**src/source/lsu_macros.svh**
```systemverilog
/*
  Load/store unit widths and depths
  Shared sizing for the package and the RTL blocks
*/

`ifndef LSU_MACROS_SVH
`define LSU_MACROS_SVH

// Core and bus address width
`define LSU_ADDR_W 32

// Data word width
`define LSU_DATA_W 32

// One enable per byte lane
`define LSU_BE_W 4

// Byte offset inside a data word
`define LSU_OFFSET_W 2

// Bus transactions allowed in flight
`define LSU_MAX_OUTSTANDING 2

// Wide enough to hold LSU_MAX_OUTSTANDING
`define LSU_CNT_W 2

`endif

```
**src/source/lsu_pkg.sv**
```systemverilog
/*
  Load/store unit types
  Vector widths, access size and sequencer state, request and response records
*/

`include "lsu_macros.svh"

package lsu_pkg;

  // Vectors with a meaning
  typedef logic [`LSU_ADDR_W-1:0]   addr_t;
  typedef logic [`LSU_DATA_W-1:0]   data_t;
  typedef logic [`LSU_BE_W-1:0]     be_t;
  typedef logic [`LSU_OFFSET_W-1:0] offset_t;
  typedef logic [`LSU_CNT_W-1:0]    cnt_t;

  // Access size encoding
  typedef enum logic [1:0] {
    LSU_BYTE = 2'b00,
    LSU_HALF = 2'b01,
    LSU_WORD = 2'b10
  } lsu_size_e;

  // Sequencer state for split accesses
  typedef enum logic {
    SPLIT_IDLE,
    SPLIT_SECOND
  } split_state_e;

  // One access from the core, final byte address
  typedef struct packed {
    addr_t     addr;
    logic      we;
    lsu_size_e size;
    logic      sign_ext;
    data_t     wdata;
  } lsu_req_t;

  // One word-aligned bus transaction
  typedef struct packed {
    addr_t addr;
    logic  we;
    be_t   be;
    data_t wdata;
  } bus_req_t;

  // Read data and error from the bus
  typedef struct packed {
    data_t rdata;
    logic  err;
  } bus_rsp_t;

  // What the read side needs per transaction
  typedef struct packed {
    lsu_size_e size;
    offset_t   offset;
    logic      sign_ext;
    logic      we;
    logic      last;
  } txn_info_t;

endpackage

```
**src/source/lsu_rdata_align.sv**
```systemverilog
/*
  Read data aligner
  Joins split loads, picks the byte/half/word lane and extends it
*/

`timescale 1ns/1ps

module lsu_rdata_align (
  input  logic                clk,
  input  logic                rst_n,
  input  logic                rvalid_i,
  input  lsu_pkg::bus_rsp_t   rsp_i,
  input  lsu_pkg::txn_info_t  info_i,
  output logic                rsp_valid_o,
  output lsu_pkg::data_t      rsp_rdata_o,
  output logic                rsp_err_o
);

  lsu_pkg::data_t rdata_q;
  lsu_pkg::data_t new_word;
  lsu_pkg::data_t word_ext;
  logic [15:0]    half_sel;
  logic [7:0]     byte_sel;
  logic           err_q;

  assign new_word = rsp_i.rdata;

  ////////////////////////////////////////////////////////////
  // First part storage
  ////////////////////////////////////////////////////////////

  // Lower word of a split access waits here
  always_ff @(posedge clk)
  begin
    if (rvalid_i && !info_i.last && !info_i.we)
      rdata_q <= new_word;
  end

  // Error sticks until the last part of the same access
  always_ff @(posedge clk or negedge rst_n)
  begin
    if (!rst_n)
      err_q <= 1'b0;
    else if (rvalid_i)
      err_q <= info_i.last ? 1'b0 : rsp_i.err;
  end

  ////////////////////////////////////////////////////////////
  // Lane selection
  ////////////////////////////////////////////////////////////

  // Word, nonzero offsets take low bytes from the stored word
  always_comb
  begin
    case (info_i.offset)
      2'b00:   word_ext = new_word;
      2'b01:   word_ext = {new_word[7:0], rdata_q[31:8]};
      2'b10:   word_ext = {new_word[15:0], rdata_q[31:16]};
      default: word_ext = {new_word[23:0], rdata_q[31:24]};
    endcase
  end

  // Halfword, top lane straddles the two words
  always_comb
  begin
    case (info_i.offset)
      2'b00:   half_sel = new_word[15:0];
      2'b01:   half_sel = new_word[23:8];
      2'b10:   half_sel = new_word[31:16];
      default: half_sel = {new_word[7:0], rdata_q[31:24]};
    endcase
  end

  // Byte never splits
  assign byte_sel = new_word[{info_i.offset, 3'b000} +: 8];

  ////////////////////////////////////////////////////////////
  // Extension and output
  ////////////////////////////////////////////////////////////

  always_comb
  begin
    case (info_i.size)
      lsu_pkg::LSU_BYTE:
        rsp_rdata_o = {{24{info_i.sign_ext & byte_sel[7]}}, byte_sel};
      lsu_pkg::LSU_HALF:
        rsp_rdata_o = {{16{info_i.sign_ext & half_sel[15]}}, half_sel};
      default:
        rsp_rdata_o = word_ext;
    endcase
  end

  // One response per access, on its final part
  assign rsp_valid_o = rvalid_i && info_i.last;

  // Either half failing fails the access
  assign rsp_err_o = rsp_i.err || err_q;

endmodule

```
**src/source/lsu_split_fsm.sv**
```systemverilog
/*
  Access sequencer
  Splits boundary-crossing accesses into two word-aligned bus requests
  and builds byte enables and lane-rotated write data for each part
*/

`timescale 1ns/1ps

`include "lsu_macros.svh"

module lsu_split_fsm (
  input  logic                clk,
  input  logic                rst_n,
  input  logic                core_req_valid_i,
  input  lsu_pkg::lsu_req_t   core_req_i,
  output logic                core_req_ready_o,
  input  logic                full_i,
  input  logic                bus_gnt_i,
  output logic                bus_req_o,
  output lsu_pkg::bus_req_t   bus_req_data_o,
  output lsu_pkg::txn_info_t  txn_info_o
);

  lsu_pkg::split_state_e state_q;
  lsu_pkg::split_state_e state_d;
  lsu_pkg::offset_t      offset;
  lsu_pkg::addr_t        word_addr;
  lsu_pkg::be_t          be_first;
  lsu_pkg::be_t          be_second;
  lsu_pkg::data_t        wdata_rot;
  logic                  crosses;
  logic                  in_second;
  logic                  last_part;
  logic                  granted;

  assign offset    = core_req_i.addr[1:0];
  assign word_addr = {core_req_i.addr[`LSU_ADDR_W-1:2], 2'b00};
  assign in_second = (state_q == lsu_pkg::SPLIT_SECOND);

  ////////////////////////////////////////////////////////////
  // Boundary detection
  ////////////////////////////////////////////////////////////

  // Word at any nonzero offset, or halfword in the top lane
  assign crosses = ((core_req_i.size == lsu_pkg::LSU_WORD) && (offset != 2'b00)) ||
                   ((core_req_i.size == lsu_pkg::LSU_HALF) && (offset == 2'b11));

  // Aligned accesses are their own last part
  assign last_part = !crosses || in_second;

  ////////////////////////////////////////////////////////////
  // Byte enables
  ////////////////////////////////////////////////////////////

  // Lower word lanes from the offset upwards
  always_comb
  begin
    case (core_req_i.size)
      lsu_pkg::LSU_BYTE: be_first = 4'b0001 << offset;
      lsu_pkg::LSU_HALF:
      begin
        case (offset)
          2'b00:   be_first = 4'b0011;
          2'b01:   be_first = 4'b0110;
          2'b10:   be_first = 4'b1100;
          default: be_first = 4'b1000;
        endcase
      end
      default:
      begin
        case (offset)
          2'b00:   be_first = 4'b1111;
          2'b01:   be_first = 4'b1110;
          2'b10:   be_first = 4'b1100;
          default: be_first = 4'b1000;
        endcase
      end
    endcase
  end

  // Only the spill-over lanes of the upper word
  always_comb
  begin
    if (core_req_i.size == lsu_pkg::LSU_HALF)
      be_second = 4'b0001;
    else
    begin
      case (offset)
        2'b01:   be_second = 4'b0001;
        2'b10:   be_second = 4'b0011;
        2'b11:   be_second = 4'b0111;
        default: be_second = 4'b0000;
      endcase
    end
  end

  // Rotate left by the offset so byte 0 lands in its lane
  always_comb
  begin
    case (offset)
      2'b00:   wdata_rot = core_req_i.wdata;
      2'b01:   wdata_rot = {core_req_i.wdata[23:0], core_req_i.wdata[31:24]};
      2'b10:   wdata_rot = {core_req_i.wdata[15:0], core_req_i.wdata[31:16]};
      default: wdata_rot = {core_req_i.wdata[7:0], core_req_i.wdata[31:8]};
    endcase
  end

  ////////////////////////////////////////////////////////////
  // Bus request
  ////////////////////////////////////////////////////////////

  // Hold off while both slots are in flight
  assign bus_req_o = core_req_valid_i && !full_i;
  assign granted   = bus_req_o && bus_gnt_i;

  assign bus_req_data_o.addr  = in_second ? (word_addr + 32'd4) : word_addr;
  assign bus_req_data_o.we    = core_req_i.we;
  assign bus_req_data_o.be    = in_second ? be_second : be_first;
  assign bus_req_data_o.wdata = wdata_rot;

  assign txn_info_o.size     = core_req_i.size;
  assign txn_info_o.offset   = offset;
  assign txn_info_o.sign_ext = core_req_i.sign_ext;
  assign txn_info_o.we       = core_req_i.we;
  assign txn_info_o.last     = last_part;

  // Core moves on once its final part is accepted
  assign core_req_ready_o = granted && last_part;

  ////////////////////////////////////////////////////////////
  // State
  ////////////////////////////////////////////////////////////

  always_comb
  begin
    state_d = state_q;
    case (state_q)
      lsu_pkg::SPLIT_IDLE:
      begin
        if (granted && crosses)
          state_d = lsu_pkg::SPLIT_SECOND;
      end
      default:
      begin
        if (granted)
          state_d = lsu_pkg::SPLIT_IDLE;
      end
    endcase
  end

  always_ff @(posedge clk or negedge rst_n)
  begin
    if (!rst_n)
      state_q <= lsu_pkg::SPLIT_IDLE;
    else
      state_q <= state_d;
  end

  // Pending request and its payload hold until granted
  a_req_stable : assert property (@(posedge clk) disable iff (!rst_n)
    (bus_req_o && !bus_gnt_i) |=> (bus_req_o && $stable(bus_req_data_o)));

endmodule

```
**src/source/lsu_top.sv**
```systemverilog
/*
  Load/store unit
  Core access in, one or two word-aligned bus transactions out
*/

`timescale 1ns/1ps

module lsu_top (
  input  logic                clk,
  input  logic                rst_n,

  // Core request and response
  input  logic                core_req_valid_i,
  input  lsu_pkg::lsu_req_t   core_req_i,
  output logic                core_req_ready_o,
  output logic                core_rsp_valid_o,
  output lsu_pkg::data_t      core_rsp_rdata_o,
  output logic                core_rsp_err_o,

  // Data bus
  output logic                bus_req_o,
  output lsu_pkg::bus_req_t   bus_req_data_o,
  input  logic                bus_gnt_i,
  input  logic                bus_rvalid_i,
  input  lsu_pkg::bus_rsp_t   bus_rsp_i,

  output logic                busy_o
);

  logic               full;
  logic               push;
  lsu_pkg::txn_info_t txn_info;
  lsu_pkg::txn_info_t head_info;

  // Accepted transaction
  assign push = bus_req_o && bus_gnt_i;

  lsu_split_fsm u_split_fsm (
    .clk              (clk),
    .rst_n            (rst_n),
    .core_req_valid_i (core_req_valid_i),
    .core_req_i       (core_req_i),
    .core_req_ready_o (core_req_ready_o),
    .full_i           (full),
    .bus_gnt_i        (bus_gnt_i),
    .bus_req_o        (bus_req_o),
    .bus_req_data_o   (bus_req_data_o),
    .txn_info_o       (txn_info)
  );

  lsu_txn_tracker u_txn_tracker (
    .clk         (clk),
    .rst_n       (rst_n),
    .push_i      (push),
    .push_info_i (txn_info),
    .pop_i       (bus_rvalid_i),
    .full_o      (full),
    .head_info_o (head_info),
    .busy_o      (busy_o),
    .bus_req_i   (bus_req_o)
  );

  lsu_rdata_align u_rdata_align (
    .clk         (clk),
    .rst_n       (rst_n),
    .rvalid_i    (bus_rvalid_i),
    .rsp_i       (bus_rsp_i),
    .info_i      (head_info),
    .rsp_valid_o (core_rsp_valid_o),
    .rsp_rdata_o (core_rsp_rdata_o),
    .rsp_err_o   (core_rsp_err_o)
  );

endmodule

```
**src/source/lsu_txn_tracker.sv**
```systemverilog
/*
  Outstanding transaction tracker
  Counts bus transactions in flight and queues their alignment info
*/

`timescale 1ns/1ps

`include "lsu_macros.svh"

module lsu_txn_tracker (
  input  logic                clk,
  input  logic                rst_n,
  input  logic                push_i,
  input  lsu_pkg::txn_info_t  push_info_i,
  input  logic                pop_i,
  output logic                full_o,
  output lsu_pkg::txn_info_t  head_info_o,
  output logic                busy_o,
  input  logic                bus_req_i
);

  localparam int unsigned PTR_W = $clog2(`LSU_MAX_OUTSTANDING);

  lsu_pkg::cnt_t      cnt_q;
  lsu_pkg::cnt_t      cnt_d;
  logic [PTR_W-1:0]   wr_ptr_q;
  logic [PTR_W-1:0]   rd_ptr_q;
  lsu_pkg::txn_info_t queue_q [`LSU_MAX_OUTSTANDING];

  ////////////////////////////////////////////////////////////
  // Counter
  ////////////////////////////////////////////////////////////

  // Accept and response in one cycle cancel out
  always_comb
  begin
    case ({push_i, pop_i})
      2'b10:   cnt_d = cnt_q + 1'b1;
      2'b01:   cnt_d = cnt_q - 1'b1;
      default: cnt_d = cnt_q;
    endcase
  end

  always_ff @(posedge clk or negedge rst_n)
  begin
    if (!rst_n)
    begin
      cnt_q    <= '0;
      wr_ptr_q <= '0;
      rd_ptr_q <= '0;
    end
    else
    begin
      cnt_q <= cnt_d;
      if (push_i)
        wr_ptr_q <= wr_ptr_q + 1'b1;
      if (pop_i)
        rd_ptr_q <= rd_ptr_q + 1'b1;
    end
  end

  ////////////////////////////////////////////////////////////
  // Info queue
  ////////////////////////////////////////////////////////////

  always_ff @(posedge clk)
  begin
    if (push_i)
      queue_q[wr_ptr_q] <= push_info_i;
  end

  // Oldest in flight, matched to the next response
  assign head_info_o = queue_q[rd_ptr_q];

  assign full_o = (cnt_q == `LSU_MAX_OUTSTANDING);

  // Something in flight or about to be
  assign busy_o = (cnt_q != '0) || bus_req_i;

  // Sequencer must respect full
  a_no_push_full : assert property (@(posedge clk) disable iff (!rst_n)
    push_i |-> !full_o);

  // Bus answers only what it granted
  a_no_pop_empty : assert property (@(posedge clk) disable iff (!rst_n)
    pop_i |-> (cnt_q != '0));

endmodule

```
**config.mk**
```make
export PLATFORM = sky130hd
export DESIGN_NAME = lsu_top
export DESIGN_NICKNAME = d
export VERILOG_FILES = /design/src/source/lsu_pkg.sv /design/src/source/lsu_rdata_align.sv /design/src/source/lsu_split_fsm.sv /design/src/source/lsu_top.sv /design/src/source/lsu_txn_tracker.sv
export VERILOG_INCLUDE_DIRS = /design/src /design/src/source
export SDC_FILE = /design/constraint.sdc
export NUM_CORES = 1
export LEC_CHECK = 0
export BUFFER_PORTS_ARGS = -buffer_cell sky130_fd_sc_hd__buf_2
export CORE_AREA = 2 2 99 120
export CTS_CLUSTER_SIZE = 16
export DETAILED_ROUTE_END_ITERATION = 12
export DIE_AREA = 0 0 101 122
export PLACE_DENSITY = 0.78
export SYNTH_ARGS = -nofsm -noshare
export SYNTH_HDL_FRONTEND = slang
export SYNTH_HIERARCHICAL = 1
export SYNTH_SLANG_ARGS = --single-unit
```
**constraint.sdc**
```tcl
create_clock -name clk -period 3.33 [get_ports clk]
set_input_delay 0.8325 -clock clk [delete_from_list [all_inputs] [get_ports clk]]
set_output_delay 0.8325 -clock clk [all_outputs]
set_load 0.03 [all_outputs]
```
==> impl_results.md <==
- Worst-Skew Late Latency: 0.29 ns
- Via density per instance: 6.06
- Share of post-route cells with drive strength above 1: 43.0%
- Setup CP Type: input pin to output port
- Reg2reg setup slack: 1.39 ns
- Cell Pwr Density: 649 nW/um^2
- Dpl hpwl: 10400 um
- Top cell type by total area after synthesis: edfxtp_1
- Root Driver: clkbuf_16
- Gr ovfl total: 0
- # Max-Cap Violations: 0
- Outcome: complete, no violations
- Remaining routing DRC violations: 0
- Setup ws final: 0.0959 ns
- #FFs+latches synth: 44
- Share of flip-flops with an asynchronous set or reset: 13.6%
- Slew @ Worst Pin: 0.580 ns
- Critical Path RT: 2.50 ns
- Bufs on Longest Clock Path: 2
- Core area: 11300 um^2
- CP arrival: 2.40 ns
- Peak supply drop: 0.332 mV
- RSZ-0062 raised after global routing: yes
- CTS Hold Bufs: 0
- Most frequent cells after synthesis: inv_1 (42), mux2i_1 (42), edfxtp_1 (38)
- Non-filler instance count after layout: 818
- Gate Count Post-Synth: 497
- Final Util: 55.5%
- Synth top area share: 23.2%
- Hold Violations, Final: 0
- Die area: 12300 um^2
- DR iter-0 viols: 328
- P&R area growth vs syn: 27.4%
- Synthesized area: 4930 um^2
- Min Tclk post-route: 3.23 ns
- R2R depth: 5
- CTS buffer count: 5
- Total track usage: 21.1%
- Setup TNS Final: 0 ns
- Antenna Nets Post-Route: 0
- Ports: 212
- Die Wd: 101 um
- Area contributors post-synth: edfxtp_1 (23%), mux4_2 (13%), mux2i_1 (8.5%), a222oi_1 (6.5%), inv_1 (3.2%)
- Fill cells: 988
- Design area: 6280 um^2
- Mean Syn Cell Area: 9.91 um^2
- Number of enable flip-flop cells after synthesis: 38
- Cell variety after synth: 57
- Setup violations, final: 0
- Register area share after synthesis: 26.2%
- Setup WS pre-CTS: 0.106 ns
- Synth Flop Type: edfxtp_1
- # rows: 43
- Worst Setup End Kind: output port
- R2r endpoint: u_txn_tracker/queue_q[0][2]
- Initial Utilization: 43.6%
- Inst Count DP: 810
- Worst Skew: 0.00313 ns
- Pins over their slew limit: 0
- Ant diodes: 0
- Largest net degree at the start of global routing: 41
- Max FO, Critical Path: 5
- Max_slew headroom: 61.2%
- Clock tree from TritonCTS: built
- Fmax: 0.309 GHz
- CP startpoint kind: input pin
- H-tree depth: 2
- Vias in the first global route: 4575
- Gpl congestion: 0.849
- WL/cell: 16.9 um
- Global-route wire length before repair: 21200 um
- Number of synthesis warnings: 6
- First-pass DRT Iterations: 9
- Routed WL: 13800 um
- Input/output buffers: 209
- Final Net Count: 796
- DP Area: 6070 um^2
- Vias after detailed routing: 4954
- Leakage dissipation: 2.87 nW
- Sink Count: 44
- Period utilization: 97.1%
- Clk pin slew, worst setup/hold paths: 0.06 ns
- Worst Hold Class: input pin to asynchronous set/reset pin
- Reg2reg start: u_txn_tracker/cnt_q[0]
- Die Height: 122 um
- Antenna violations before repair: 1
==> worst max-delay path, stage by stage <==
cell and delay (ns):
buf_2 0.12, nand4_1 0.22, or3_1 0.48, nor4_1 0.33, xor2_1 0.20, buf_2 0.22
==> power by group <==
part | total (mW) | internal, mW | switching, mW | leakage [nW]
registers | 0.761 | 0.701 | 0.0601 | 0.419
clock network | 0.568 | 0.356 | 0.212 | 0.0840
logic | 2.75 | 1.07 | 1.68 | 2.36
total | 4.08 | 2.12 | 1.95 | 2.87
==> placed cells by master (no fill, tap or decap), drive strengths merged, types with 8 or more instances in the layout <==
master / n
buf: 224
mux2i: 42
inv: 42
edfxtp: 38
a222oi: 32
nor2: 31
mux4: 30
nand2: 26
a21o: 18
a21oi: 18
xor2: 18
xnor2: 16
mux2: 13
nand4: 10
nand3: 10
o21ai: 9
nor2b: 9
ha: 8
==> per-stage QoR <==
stage	total power [mW]	hold slack (ns)
2_1_floorplan	2.82	0.450
4_1_cts	4.06	0.358
3_5_place_dp	3.48	0.472
5_1_grt	4.30	0.369
3_3_place_gp	3.43	0.470
6_report	4.08	0.359
==> worst max path at each step <==
| stage | startpoint | endpoint |
|---|---|---|
| after floorplan | core_req_i[36] | bus_req_data_o[0] |
| after global placement | core_req_i[43] | bus_req_data_o[68] |
| after detailed placement | core_req_i[38] | bus_req_data_o[65] |
| after CTS | u_txn_tracker/rd_ptr_q | core_rsp_rdata_o[19] |
| after global routing | core_req_i[58] | bus_req_data_o[68] |
| final | core_req_i[58] | bus_req_data_o[67] |
==> layer usage <==
metal / track usage, % / up-vias / part of all wire (%)
li1: - / 2275 / -
met1: 25.1 / 2368 / 38
met2: 37.4 / 271 / 51
met3: 4.25 / 38 / 8.2
met4: 7.69 / 2 / 2.7
met5: 0 / - / 0.051
==> repair_timing <==
action | CTS | global route
endpoints found under the setup margin | 4 | 4
gates resized for setup | 1 | 7
buffers inserted | 0 | 0
==> registers in the layout (all words and copies together), names as in the netlist <==
register and cells:
u_rdata_align/err_q 1, u_rdata_align/rdata_q 24, u_split_fsm/in_second 1, u_txn_tracker/cnt_q 2, u_txn_tracker/queue_q 14, u_txn_tracker/rd_ptr_q 1, u_txn_tracker/wr_ptr_q 1
==> cell families after synthesis <==
logic type	after synthesis	share of synthesized area (%)
AOI/OAI and AO/OA	104	16.8
buffers and inverters	91	8.99
xor gates and xnor gates	34	6.04
muxes	85	25.4
DFF	44	26.2
and+or+nand+nor	130	14.5
adders and majority gates	8	2.03
other	1	0.0761
==> layout make-up <==
class                           instances  area, um^2  area share [%]
Clock buffer                            5         125            1.99
Clock inverter                          3        47.5           0.758
Inverter                               43         161            2.57
Multi-Input combinational cell        363        3240            51.6
Sequential cell                        44        1290            20.6
Tap cell                              135         169            2.69
Timing Repair Buffer                  225        1240            19.8
No activity file was read; power rests on OpenSTA's default activity.
